===== src/sha_regs_settings.svh =====
`ifndef SHA_REGS_SETTINGS_SVH
`define SHA_REGS_SETTINGS_SVH

// -------------------
// widths
`define BUS_ADDR_W          20   // decoded part of the bus address
`define BUS_DATA_W          32
`define FIFO_WORD_W         64   // two pushes per fifo word
`define BLOCK_W             512
`define HASH_W              256
`define FIFO_LEVEL_W        6    // holds 0..32
`define HASH_SEL_W          3
`define SHA_HASH_WORDS      8
`define SHA_WORDS_PER_BLOCK 8    // 64-bit words in one message block
`define SHA_FIFO_BLOCKS     4    // 32 fifo words in total

// -------------------
// register map
`define ADDR_CTRL           20'h00000
`define ADDR_STATUS         20'h00004
`define ADDR_VERSION        20'h0000C
`define ADDR_SHA_CTRL       20'h00100
`define ADDR_SHA_STATUS     20'h00104
`define ADDR_SHA_PUSH       20'h0010C
`define ADDR_SHA_HASH0      20'h00110 // eight words up to 0x12C

`define BUILD_DATE          32'h24110501 // YYMMDDss

// -------------------
// bit positions
`define CTRL_ENABLE         0
`define SHA_CTRL_RESET      0
`define ST_ACTIVE           0
`define ST_SHA_EN           4
`define SST_READY           0
`define SST_HASH_VALID      1
`define SST_EMPTY           4
`define SST_ALMOST_FULL     5
`define SST_FULL            6
`define SHA_CTRL_KEEP_MASK  32'h0000_fff0 // low nibble is one-shot

`endif


===== src/sha_regs_pkg.sv =====
`include "sha_regs_settings.svh"

package sha_regs_pkg;

  // -------------------
  // bus side
  typedef logic [`BUS_ADDR_W-1:0]   bus_addr_t;   // low 20 address bits only
  typedef logic [`BUS_DATA_W-1:0]   bus_word_t;

  // -------------------
  // message path
  typedef logic [`FIFO_WORD_W-1:0]  fifo_word_t;  // {odd push, even push}
  typedef logic [`BLOCK_W-1:0]      msg_block_t;  // word 0 in the top 64 bits
  typedef logic [`FIFO_LEVEL_W-1:0] fifo_level_t; // occupancy in 64-bit words

  // -------------------
  // digest path
  typedef logic [`HASH_W-1:0]       hash_t;
  typedef logic [`HASH_SEL_W-1:0]   hash_sel_t;   // word k = bits 32k and up

endpackage


===== src/block_fifo_if.sv =====
`timescale 1ns/10ps

interface block_fifo_if
  import sha_regs_pkg::*;
();

  logic      push_valid;  // one-cycle pulse per bus push
  bus_word_t push_data;
  logic      flush;       // high while the engine is disabled

  // level flags back to the status register
  logic      empty;
  logic      almost_full;
  logic      full;

  modport slave (
    output push_valid, push_data, flush,
    input  empty, almost_full, full
  );

  modport assembler (
    input  push_valid, push_data, flush,
    output empty, almost_full, full
  );

endinterface


===== src/block_assembler.sv =====
`timescale 1ns/10ps
`include "sha_regs_settings.svh"

module block_assembler
  import sha_regs_pkg::*;
(
  input  logic            clk_100mhz,
  input  logic            rstn_i,
  block_fifo_if.assembler fifo,
  output logic            blk_valid_o,
  output msg_block_t      blk_data_o,
  input  logic            blk_ready_i
);

  localparam int DEPTH  = `SHA_FIFO_BLOCKS * `SHA_WORDS_PER_BLOCK;
  localparam int PTR_W  = $clog2(DEPTH);
  localparam int BLK_W  = $clog2(`SHA_FIFO_BLOCKS);
  localparam int WIDX_W = $clog2(`SHA_WORDS_PER_BLOCK);
  localparam fifo_level_t LVL_FULL  = fifo_level_t'(DEPTH);
  localparam fifo_level_t LVL_BLOCK = fifo_level_t'(`SHA_WORDS_PER_BLOCK);

  fifo_word_t       mem [DEPTH];   // block storage
  bus_word_t        lo_half_q;     // even push waiting for its partner
  logic             half_q;        // next push is the high half
  logic [PTR_W-1:0] wr_ptr_q;
  logic [BLK_W-1:0] rd_blk_q;      // reads go a whole block at a time
  fifo_level_t      count_q;
  logic             word_wr;
  logic             blk_pop;

  assign word_wr = fifo.push_valid & half_q & ~fifo.full & ~fifo.flush;
  assign blk_pop = blk_valid_o & blk_ready_i;

  // -------------------
  // half-word pairing and pointers
  always_ff @(posedge clk_100mhz) begin
    if (!rstn_i || fifo.flush) begin
      half_q   <= 1'b0;
      wr_ptr_q <= '0;
      rd_blk_q <= '0;
      count_q  <= '0;
    end else begin
      if (fifo.push_valid) begin
        half_q <= ~half_q; // toggles even when the word is dropped
      end
      if (word_wr) begin
        wr_ptr_q <= wr_ptr_q + 1'b1;
      end
      if (blk_pop) begin
        rd_blk_q <= rd_blk_q + 1'b1;
      end
      case ({word_wr, blk_pop})
        2'b10:   count_q <= count_q + 1'b1;
        2'b01:   count_q <= count_q - LVL_BLOCK;
        2'b11:   count_q <= count_q - (LVL_BLOCK - 1'b1);
        default: count_q <= count_q;
      endcase
    end
  end

  always_ff @(posedge clk_100mhz) begin
    if (fifo.push_valid && !half_q) begin
      lo_half_q <= fifo.push_data;
    end
    if (word_wr) begin
      mem[wr_ptr_q] <= {fifo.push_data, lo_half_q}; // odd push on top
    end
  end

  // -------------------
  // block output, word 0 highest
  always_comb begin
    for (int p = 0; p < `SHA_WORDS_PER_BLOCK; p++) begin
      blk_data_o[`BLOCK_W-1-`FIFO_WORD_W*p -: `FIFO_WORD_W] = mem[{rd_blk_q, WIDX_W'(p)}];
    end
  end

  assign blk_valid_o = (count_q >= LVL_BLOCK) & ~fifo.flush; // nothing offered while disabled

  assign fifo.empty       = (count_q == '0);
  assign fifo.almost_full = (count_q >= LVL_FULL - 1'b1);
  assign fifo.full        = (count_q == LVL_FULL);

endmodule


===== src/hash_capture.sv =====
`timescale 1ns/10ps
`include "sha_regs_settings.svh"

module hash_capture
  import sha_regs_pkg::*;
(
  input  logic      clk_100mhz,
  input  logic      rstn_i,
  input  logic      enable_i,      // engine enable from the bus slave
  input  logic      hash_valid_i,
  input  hash_t     hash_i,
  input  hash_sel_t hash_rd_sel_i,
  output bus_word_t hash_rd_word_o
);

  logic  valid_d_q; // valid seen in the previous cycle
  hash_t hash_q;

  // -------------------
  // capture on rising valid only
  always_ff @(posedge clk_100mhz) begin
    if (!rstn_i) begin
      valid_d_q <= 1'b0;
      hash_q    <= '0;
    end else if (!enable_i) begin
      valid_d_q <= 1'b0; // next valid after re-enable counts as new
    end else begin
      valid_d_q <= hash_valid_i;
      if (hash_valid_i && !valid_d_q) begin
        hash_q <= hash_i; // held valid does not reload
      end
    end
  end

  // word k is bits 32k and up
  assign hash_rd_word_o = hash_q[`BUS_DATA_W*hash_rd_sel_i +: `BUS_DATA_W];

endmodule


===== src/sha_regs_top.sv =====
`timescale 1ns/10ps

module sha_regs_top
  import sha_regs_pkg::*;
(
  input  logic       clk_100mhz,
  input  logic       rstn_i,
  // system bus
  input  bus_addr_t  sys_addr_i,
  input  bus_word_t  sys_wdata_i,
  input  logic       sys_wen_i,
  input  logic       sys_ren_i,
  output bus_word_t  sys_rdata_o,
  output logic       sys_ack_o,
  // external engine
  output logic       blk_valid_o,
  output msg_block_t blk_data_o,
  input  logic       blk_ready_i,
  input  logic       hash_valid_i,
  input  hash_t      hash_i
);

  logic      sha_en;        // engine enable, also gates hash capture
  hash_sel_t hash_rd_sel;
  bus_word_t hash_rd_word;

  block_fifo_if fifo_bus ();

  sys_bus_slave i_bus_slave (
    .clk_100mhz     (clk_100mhz),
    .rstn_i         (rstn_i),
    .sys_addr_i     (sys_addr_i),
    .sys_wdata_i    (sys_wdata_i),
    .sys_wen_i      (sys_wen_i),
    .sys_ren_i      (sys_ren_i),
    .sys_rdata_o    (sys_rdata_o),
    .sys_ack_o      (sys_ack_o),
    .fifo           (fifo_bus.slave),
    .blk_ready_i    (blk_ready_i),
    .hash_valid_i   (hash_valid_i),
    .hash_rd_word_i (hash_rd_word),
    .hash_rd_sel_o  (hash_rd_sel),
    .sha_en_o       (sha_en)
  );

  block_assembler i_block_assembler (
    .clk_100mhz  (clk_100mhz),
    .rstn_i      (rstn_i),
    .fifo        (fifo_bus.assembler),
    .blk_valid_o (blk_valid_o),
    .blk_data_o  (blk_data_o),
    .blk_ready_i (blk_ready_i)
  );

  hash_capture i_hash_capture (
    .clk_100mhz     (clk_100mhz),
    .rstn_i         (rstn_i),
    .enable_i       (sha_en),
    .hash_valid_i   (hash_valid_i),
    .hash_i         (hash_i),
    .hash_rd_sel_i  (hash_rd_sel),
    .hash_rd_word_o (hash_rd_word)
  );

endmodule


===== src/sys_bus_slave.sv =====
`timescale 1ns/10ps
`include "sha_regs_settings.svh"

module sys_bus_slave
  import sha_regs_pkg::*;
(
  input  logic        clk_100mhz,
  input  logic        rstn_i,
  input  bus_addr_t   sys_addr_i,
  input  bus_word_t   sys_wdata_i,
  input  logic        sys_wen_i,
  input  logic        sys_ren_i,
  output bus_word_t   sys_rdata_o,
  output logic        sys_ack_o,
  block_fifo_if.slave fifo,
  input  logic        blk_ready_i,     // engine can take a block
  input  logic        hash_valid_i,
  input  bus_word_t   hash_rd_word_i,
  output hash_sel_t   hash_rd_sel_o,
  output logic        sha_en_o
);

  bus_word_t ctrl_q;       // bit 0 activates the block
  bus_word_t sha_ctrl_q;
  bus_word_t push_data_q;
  logic      push_q;
  logic      sha_en;
  bus_word_t status;
  bus_word_t sha_status;
  bus_addr_t hash_off;
  logic      hash_hit;
  bus_word_t rd_mux;
  bus_word_t rdata_q;
  logic      ack_q;

  // -------------------
  // engine enable and status words
  assign sha_en = ctrl_q[`CTRL_ENABLE] & ~sha_ctrl_q[`SHA_CTRL_RESET];
  assign sha_en_o = sha_en;

  always_comb begin
    status = '0;
    status[`ST_ACTIVE] = ctrl_q[`CTRL_ENABLE];
    status[`ST_SHA_EN] = sha_en;
    sha_status = '0;
    sha_status[`SST_READY]       = blk_ready_i;
    sha_status[`SST_HASH_VALID]  = hash_valid_i;
    sha_status[`SST_EMPTY]       = fifo.empty;
    sha_status[`SST_ALMOST_FULL] = fifo.almost_full;
    sha_status[`SST_FULL]        = fifo.full;
  end

  // -------------------
  // register writes
  always_ff @(posedge clk_100mhz) begin
    if (!rstn_i) begin
      ctrl_q     <= '0;
      sha_ctrl_q <= '0;
      push_q     <= 1'b0;
    end else begin
      sha_ctrl_q <= sha_ctrl_q & `SHA_CTRL_KEEP_MASK; // one-shot bits drop after a cycle
      push_q     <= 1'b0;
      if (sys_wen_i) begin
        case (sys_addr_i)
          `ADDR_CTRL:     ctrl_q     <= sys_wdata_i;
          `ADDR_SHA_CTRL: sha_ctrl_q <= sys_wdata_i;
          `ADDR_SHA_PUSH: push_q     <= 1'b1;      // data follows in push_data_q
          default: ;
        endcase
      end
    end
  end

  always_ff @(posedge clk_100mhz) begin
    if (sys_wen_i) begin
      push_data_q <= sys_wdata_i; // only meaningful with push_q
    end
  end

  assign fifo.push_valid = push_q;
  assign fifo.push_data  = push_data_q;
  assign fifo.flush      = ~sha_en; // fifo and half word cleared while disabled

  // -------------------
  // read path
  assign hash_off      = sys_addr_i - `ADDR_SHA_HASH0;
  assign hash_hit      = (hash_off < bus_addr_t'(4 * `SHA_HASH_WORDS)) &&
                         (hash_off[1:0] == 2'b00);
  assign hash_rd_sel_o = hash_off[`HASH_SEL_W+1:2]; // word index from byte offset

  always_comb begin
    rd_mux = '0; // unmapped reads give zero
    case (sys_addr_i)
      `ADDR_CTRL:       rd_mux = ctrl_q;
      `ADDR_STATUS:     rd_mux = status;
      `ADDR_VERSION:    rd_mux = `BUILD_DATE;
      `ADDR_SHA_CTRL:   rd_mux = sha_ctrl_q;
      `ADDR_SHA_STATUS: rd_mux = sha_status;
      default: begin
        if (hash_hit) begin
          rd_mux = hash_rd_word_i;
        end
      end
    endcase
  end

  // ack and data one cycle after every access
  always_ff @(posedge clk_100mhz) begin
    if (!rstn_i) begin
      ack_q   <= 1'b0;
      rdata_q <= '0;
    end else begin
      ack_q   <= sys_wen_i | sys_ren_i;
      rdata_q <= sys_ren_i ? rd_mux : '0;
    end
  end

  assign sys_ack_o   = ack_q;
  assign sys_rdata_o = rdata_q;

endmodule


===== config.mk =====
export PLATFORM = sky130hd
export DESIGN_NAME = sha_regs_top
export DESIGN_NICKNAME = d
export VERILOG_FILES = /design/src/sha_regs_pkg.sv /design/src/block_fifo_if.sv /design/src/block_assembler.sv /design/src/hash_capture.sv /design/src/sha_regs_top.sv /design/src/sys_bus_slave.sv
export VERILOG_INCLUDE_DIRS = /design/src /design/src/src
export SDC_FILE = /design/constraint.sdc
export NUM_CORES = 2
export LEC_CHECK = 0
export BUFFER_PORTS_ARGS = -buffer_cell sky130_fd_sc_hd__buf_2
export CORE_MARGIN = 2
export CORE_UTILIZATION = 50
export DETAILED_ROUTE_END_ITERATION = 8
export PLACE_DENSITY_LB_ADDON = 0.12
export SKIP_LAST_GASP = 1
export SLEW_MARGIN = 5
export SYNTH_ARGS = -nofsm -noshare
export SYNTH_HDL_FRONTEND = slang
export SYNTH_SLANG_ARGS = --single-unit
export TNS_END_PERCENT = 20

===== constraint.sdc =====
create_clock -name clk_100mhz -period 6.6 [get_ports clk_100mhz]
set_input_delay 1.65 -clock clk_100mhz [delete_from_list [all_inputs] [get_ports clk_100mhz]]
set_output_delay 1.65 -clock clk_100mhz [all_outputs]
set_load 0.05 [all_outputs]

==> metrics.txt <==
# TYPE chip_impl_metric gauge
chip_impl_info{name="critical_path.startpoint_type",value="flip-flop"} 1
chip_impl_info{name="unrepaired_setup_endpoints_after_global_routing",value="false"} 1
chip_impl_metric{name="cts.reportedPaths.clkPinSlew",unit="ps"} 60
chip_impl_metric{name="ys_seq_elements",unit=""} 2483
chip_impl_metric{name="multi_input_area",unit="um2"} 20100
chip_impl_info{name="timing_worst_setup_path_type",value="flip-flop to primary output"} 1
chip_impl_metric{name="firstDrtPassIters",unit=""} 5
chip_impl_metric{name="place_hpwl",unit="mm"} 160
chip_impl_metric{name="worst-endpoint-arrival",unit="ps"} 3360
chip_impl_metric{name="port-buffer-count",unit=""} 859
chip_impl_metric{name="power.density_cell_area",unit="nW/um2"} 285
chip_impl_metric{name="critPathMaxFanout",unit=""} 63
chip_impl_metric{name="post_synth_num_cell_types",unit=""} 64
chip_impl_metric{name="die_height",unit="um"} 432
chip_impl_metric{name="overflow",unit=""} 0
chip_impl_metric{name="async_flop_share",unit="%"} 0
chip_impl_metric{name="post-cts-setup-buffer-count",unit=""} 0
chip_impl_metric{name="cts_h_tree_depth",unit=""} 4
chip_impl_metric{name="worst_clock_skew",unit="ps"} 22.8
chip_impl_metric{name="synth-edff-count",unit=""} 2112
chip_impl_metric{name="seq_area_frac_synth",unit="%"} 77.2
chip_impl_info{name="status",value="finished clean"} 1
chip_impl_metric{name="mappedNetlistNets",unit=""} 4846
chip_impl_metric{name="report.final.setup_viol",unit=""} 0
chip_impl_metric{name="number_of_global_route_vias_before_repair",unit=""} 46500
chip_impl_metric{name="max_cap_violations",unit=""} 0
chip_impl_metric{name="maxSlewViolCount",unit=""} 0
chip_impl_metric{name="cts-buffers-inserted",unit=""} 241
chip_impl_metric{name="clkSinkCount",unit=""} 2483
chip_impl_metric{name="chipWidth",unit="um"} 432
chip_impl_metric{name="wire_length_of_the_first_global_routing_pass",unit="mm"} 353
chip_impl_metric{name="postPlaceCellArea",unit="um2"} 99800
chip_impl_info{name="hold_class",value="flip-flop to flip-flop"} 1
chip_impl_metric{name="crit_path_max_incr_delay",unit="ps"} 880
chip_impl_info{name="cpLargestDelayFamily",value="flip-flops"} 1
chip_impl_metric{name="synth_cells",unit=""} 4522
chip_impl_metric{name="nets",unit=""} 5832
chip_impl_metric{name="pin_count_of_the_biggest_net_entering_global_routing",unit=""} 279
chip_impl_metric{name="data_required_critical_path",unit="ps"} 4950
chip_impl_metric{name="max_freq",unit="GHz"} 0.199
chip_impl_metric{name="critPathBufInv",unit=""} 2
chip_impl_metric{name="peakVddDrop",unit="uV"} 224
chip_impl_metric{name="antenna_found_initial",unit=""} 54
chip_impl_metric{name="drc",unit=""} 0
chip_impl_metric{name="final_wl",unit="mm"} 253
chip_impl_metric{name="nFillCells",unit=""} 13600
chip_impl_metric{name="power.static_leakage",unit="nW"} 34.4
chip_impl_metric{name="totalNegativeSetupSlack",unit="ps"} 0
chip_impl_metric{name="cts_max_path_buffers",unit=""} 3
chip_impl_metric{name="insertion_delay",unit="ps"} 880
chip_impl_info{name="root_buffer_cell",value="sky130_fd_sc_hd__clkbuf_16"} 1
chip_impl_info{name="worst_setup_path_end_kind",value="primary output"} 1
chip_impl_metric{name="ff_latch_area",unit="um2"} 70900
chip_impl_metric{name="globalplace.congestion",unit=""} 0.820
chip_impl_info{name="highest_delay_cell_along_the_critical_path",value="sky130_fd_sc_hd__dfxtp_4"} 1
chip_impl_info{name="yosys-top-cells-area",value="sky130_fd_sc_hd__edfxtp_1 (69%), sky130_fd_sc_hd__mux4_2 (14%), sky130_fd_sc_hd__dfxtp_1 (8.1%), sky130_fd_sc_hd__nand2_1 (2.5%), sky130_fd_sc_hd__a21boi_0 (2.2%)"} 1
chip_impl_metric{name="synthesized_area_per_cell",unit="um2"} 20.3
chip_impl_metric{name="routed_wire_length_per_instance",unit="um"} 31.2
chip_impl_metric{name="rows",unit=""} 157
chip_impl_metric{name="residual_antenna_violating_net_count_after_detailed_routing",unit=""} 0
chip_impl_info{name="ys.flop_type",value="sky130_fd_sc_hd__edfxtp_1"} 1
chip_impl_metric{name="detail_route.vias_per_cell",unit=""} 5.77
chip_impl_info{name="synthDominantAreaCellType",value="sky130_fd_sc_hd__edfxtp_1"} 1
chip_impl_metric{name="yosys_warnings",unit=""} 0
chip_impl_metric{name="initial_utilization",unit="%"} 50.2
chip_impl_metric{name="worst_slack_on_hold_paths",unit="ps"} 449
chip_impl_metric{name="worst_slew_margin_rel",unit="%"} 13.8
chip_impl_metric{name="initialDrtViolationCount",unit=""} 4134
chip_impl_metric{name="io-pin-count",unit=""} 860
chip_impl_metric{name="vias",unit=""} 46900
chip_impl_metric{name="timing.final.crit_share",unit="%"} 76.0
chip_impl_metric{name="cts_repair_resize_count",unit=""} 0
chip_impl_info{name="cts_tree",value="done"} 1
chip_impl_metric{name="syn2layout_area_growth",unit="%"} 17.0
chip_impl_metric{name="worst_slew_pin_slew",unit="ps"} 1290
chip_impl_metric{name="post_cts_hold_buffer_count",unit=""} 0
chip_impl_metric{name="final_period_minus_worst_setup_slack",unit="ps"} 5010
chip_impl_metric{name="total_die_area",unit="um2"} 187000
chip_impl_metric{name="post_route_cells_drive_above_1_share",unit="%"} 35.1
chip_impl_metric{name="placeableCoreArea",unit="um2"} 183000
chip_impl_metric{name="globalRouteTotalUtil",unit="%"} 27.1
chip_impl_info{name="timing.critical_path.cells",value="buf_12, mux4_2, buf_2"} 1
chip_impl_metric{name="mappedNetlistArea",unit="um2"} 91700
chip_impl_metric{name="final_design_area_no_fill",unit="um2"} 107000
chip_impl_metric{name="postLayoutCoreUtil",unit="%"} 58.8
chip_impl_metric{name="report.final.hold_viol_count",unit=""} 0
chip_impl_metric{name="area_share_of_the_largest_cell_type_after_synthesis",unit="%"} 69.1
## cells in the final DEF (no fill, tap or decap), drive strengths merged, types with 10 or more instances in the layout
cell type | synthesis | routed
o31ai | 22 | 22
nand2 | 620 | 620
diode | 0 | 20
a21boi | 300 | 300
bufinv | 0 | 10
a22oi | 23 | 23
mux4 | 577 | 577
and2 | 23 | 23
ha | 10 | 10
inv | 13 | 24
o32ai | 11 | 11
clkbuf | 148 | 313
a21oi | 12 | 12
edfxtp | 2112 | 2112
mux2i | 32 | 32
nor2 | 54 | 54
dfxtp | 371 | 371
clkinv | 0 | 110
buf | 105 | 996
## Yosys cell counts (all sizes together) (4+ instances only)
master	instances
buf	105
nand3	6
o31ai	22
a21oi	12
nand3b	4
mux2i	32
o32ai	11
ha	10
nor4	5
xor2	7
inv	13
mux2	7
a22oi	23
a21boi	300
clkbuf	148
nand2	620
dfxtp	371
nor3	6
xnor2	8
nand4	4
edfxtp	2112
nor2	54
mux4	577
and2	23
## kinds of logic (layout without fill, tap and decap cells)
family | Yosys count | in the layout | share of synthesized area, %
AOI/OAI and AO/OA | 393 | 393 | 3.45
xor gates and xnor gates | 15 | 15 | 0.143
adders and majority gates | 10 | 10 | 0.136
buffers and inverters | 266 | 1459 | 1.16
DFF | 2483 | 2483 | 77.2
muxes | 616 | 616 | 14.6
other | 0 | 20 | 0
and+or+nand+nor | 739 | 739 | 3.27
## power by group
| part | switching [mW] | internal (mW) | leakage [nW] | total, mW |
|---|---|---|---|---|
| Clock | 5.85 | 7.28 | 3.70 | 13.1 |
| Sequential | 0.0424 | 17.0 | 22.0 | 17.0 |
| Combinational | 0.290 | 0.137 | 8.71 | 0.427 |
## path summary, 6_finish.rpt
| kind | endpoint | cells past startpoint | from | slack [ps] |
|---|---|---|---|---|
| worst max-delay path | blk_data_o[178] | 3 | flip-flop | 1590 |
| worst min-delay path | i_bus_slave.ctrl_q[26] | 2 | i_bus_slave.ctrl_q[26] | 450 |
| worst max register to register | i_block_assembler.mem[8][29] | 8 | i_block_assembler.count_q[0] | 2850 |
| worst min register to register | i_bus_slave.ctrl_q[26] | 2 | i_bus_slave.ctrl_q[26] | 450 |
## layout make-up
| cell class | instances | area share [%] |
|---|---|---|
| antenna | 20 | 0.0466 |
| clock buffer | 313 | 6.01 |
| clock inverter | 137 | 0.996 |
| inverter | 13 | 0.0455 |
| multi-input combinational | 1773 | 18.7 |
| sequential | 2483 | 66.0 |
| tap | 2385 | 2.78 |
| timing repair buffer | 996 | 5.39 |
## worst register-to-register path: stages, from the launching register on
cell,delay [ps]
sky130_fd_sc_hd__dfxtp_1,410
sky130_fd_sc_hd__inv_1,60
sky130_fd_sc_hd__ha_1,190
sky130_fd_sc_hd__nor4b_1,200
sky130_fd_sc_hd__a211oi_2,230
sky130_fd_sc_hd__buf_4,250
sky130_fd_sc_hd__nand2_1,470
sky130_fd_sc_hd__nor2_4,960
sky130_fd_sc_hd__buf_4,570
## sequential cells by signal (all words and copies together), names as in the netlist, 2 cells and up, named ones only
name                         cells
i_bus_slave.sha_ctrl_q          32
i_block_assembler.count_q        6
i_block_assembler.rd_blk_q       2
i_block_assembler.wr_ptr_q       5
i_bus_slave.ctrl_q              32
i_bus_slave.sys_rdata_o         32
i_bus_slave.fifo.push_data      32
i_block_assembler.lo_half_q     32
i_block_assembler.mem         2048
i_hash_capture.hash_q          256
## stage by stage
step | total power [mW] | std cells | worst slack [ps]
after CTS | 30.8 | 8100 | 1440
after detailed placement | 17.8 | 7650 | 1760
after floorplan | 17.5 | 4522 | 1900
after global routing | 31.4 | 8110 | 1390
after global placement | 17.8 | 7650 | 1860
final | 30.6 | 8120 | 1590
## routing by layer
metal  GRT usage (%)  part of all wire, %  vias to the layer above
li1                -                    -                    20100
met1            34.0                   38                    24800
met2            46.9                   52                     1588
met3            4.75                  5.8                      387
met4            10.7                  4.1                       48
met5               0                 0.11                        -
No activity file was read; power rests on OpenSTA's default activity.
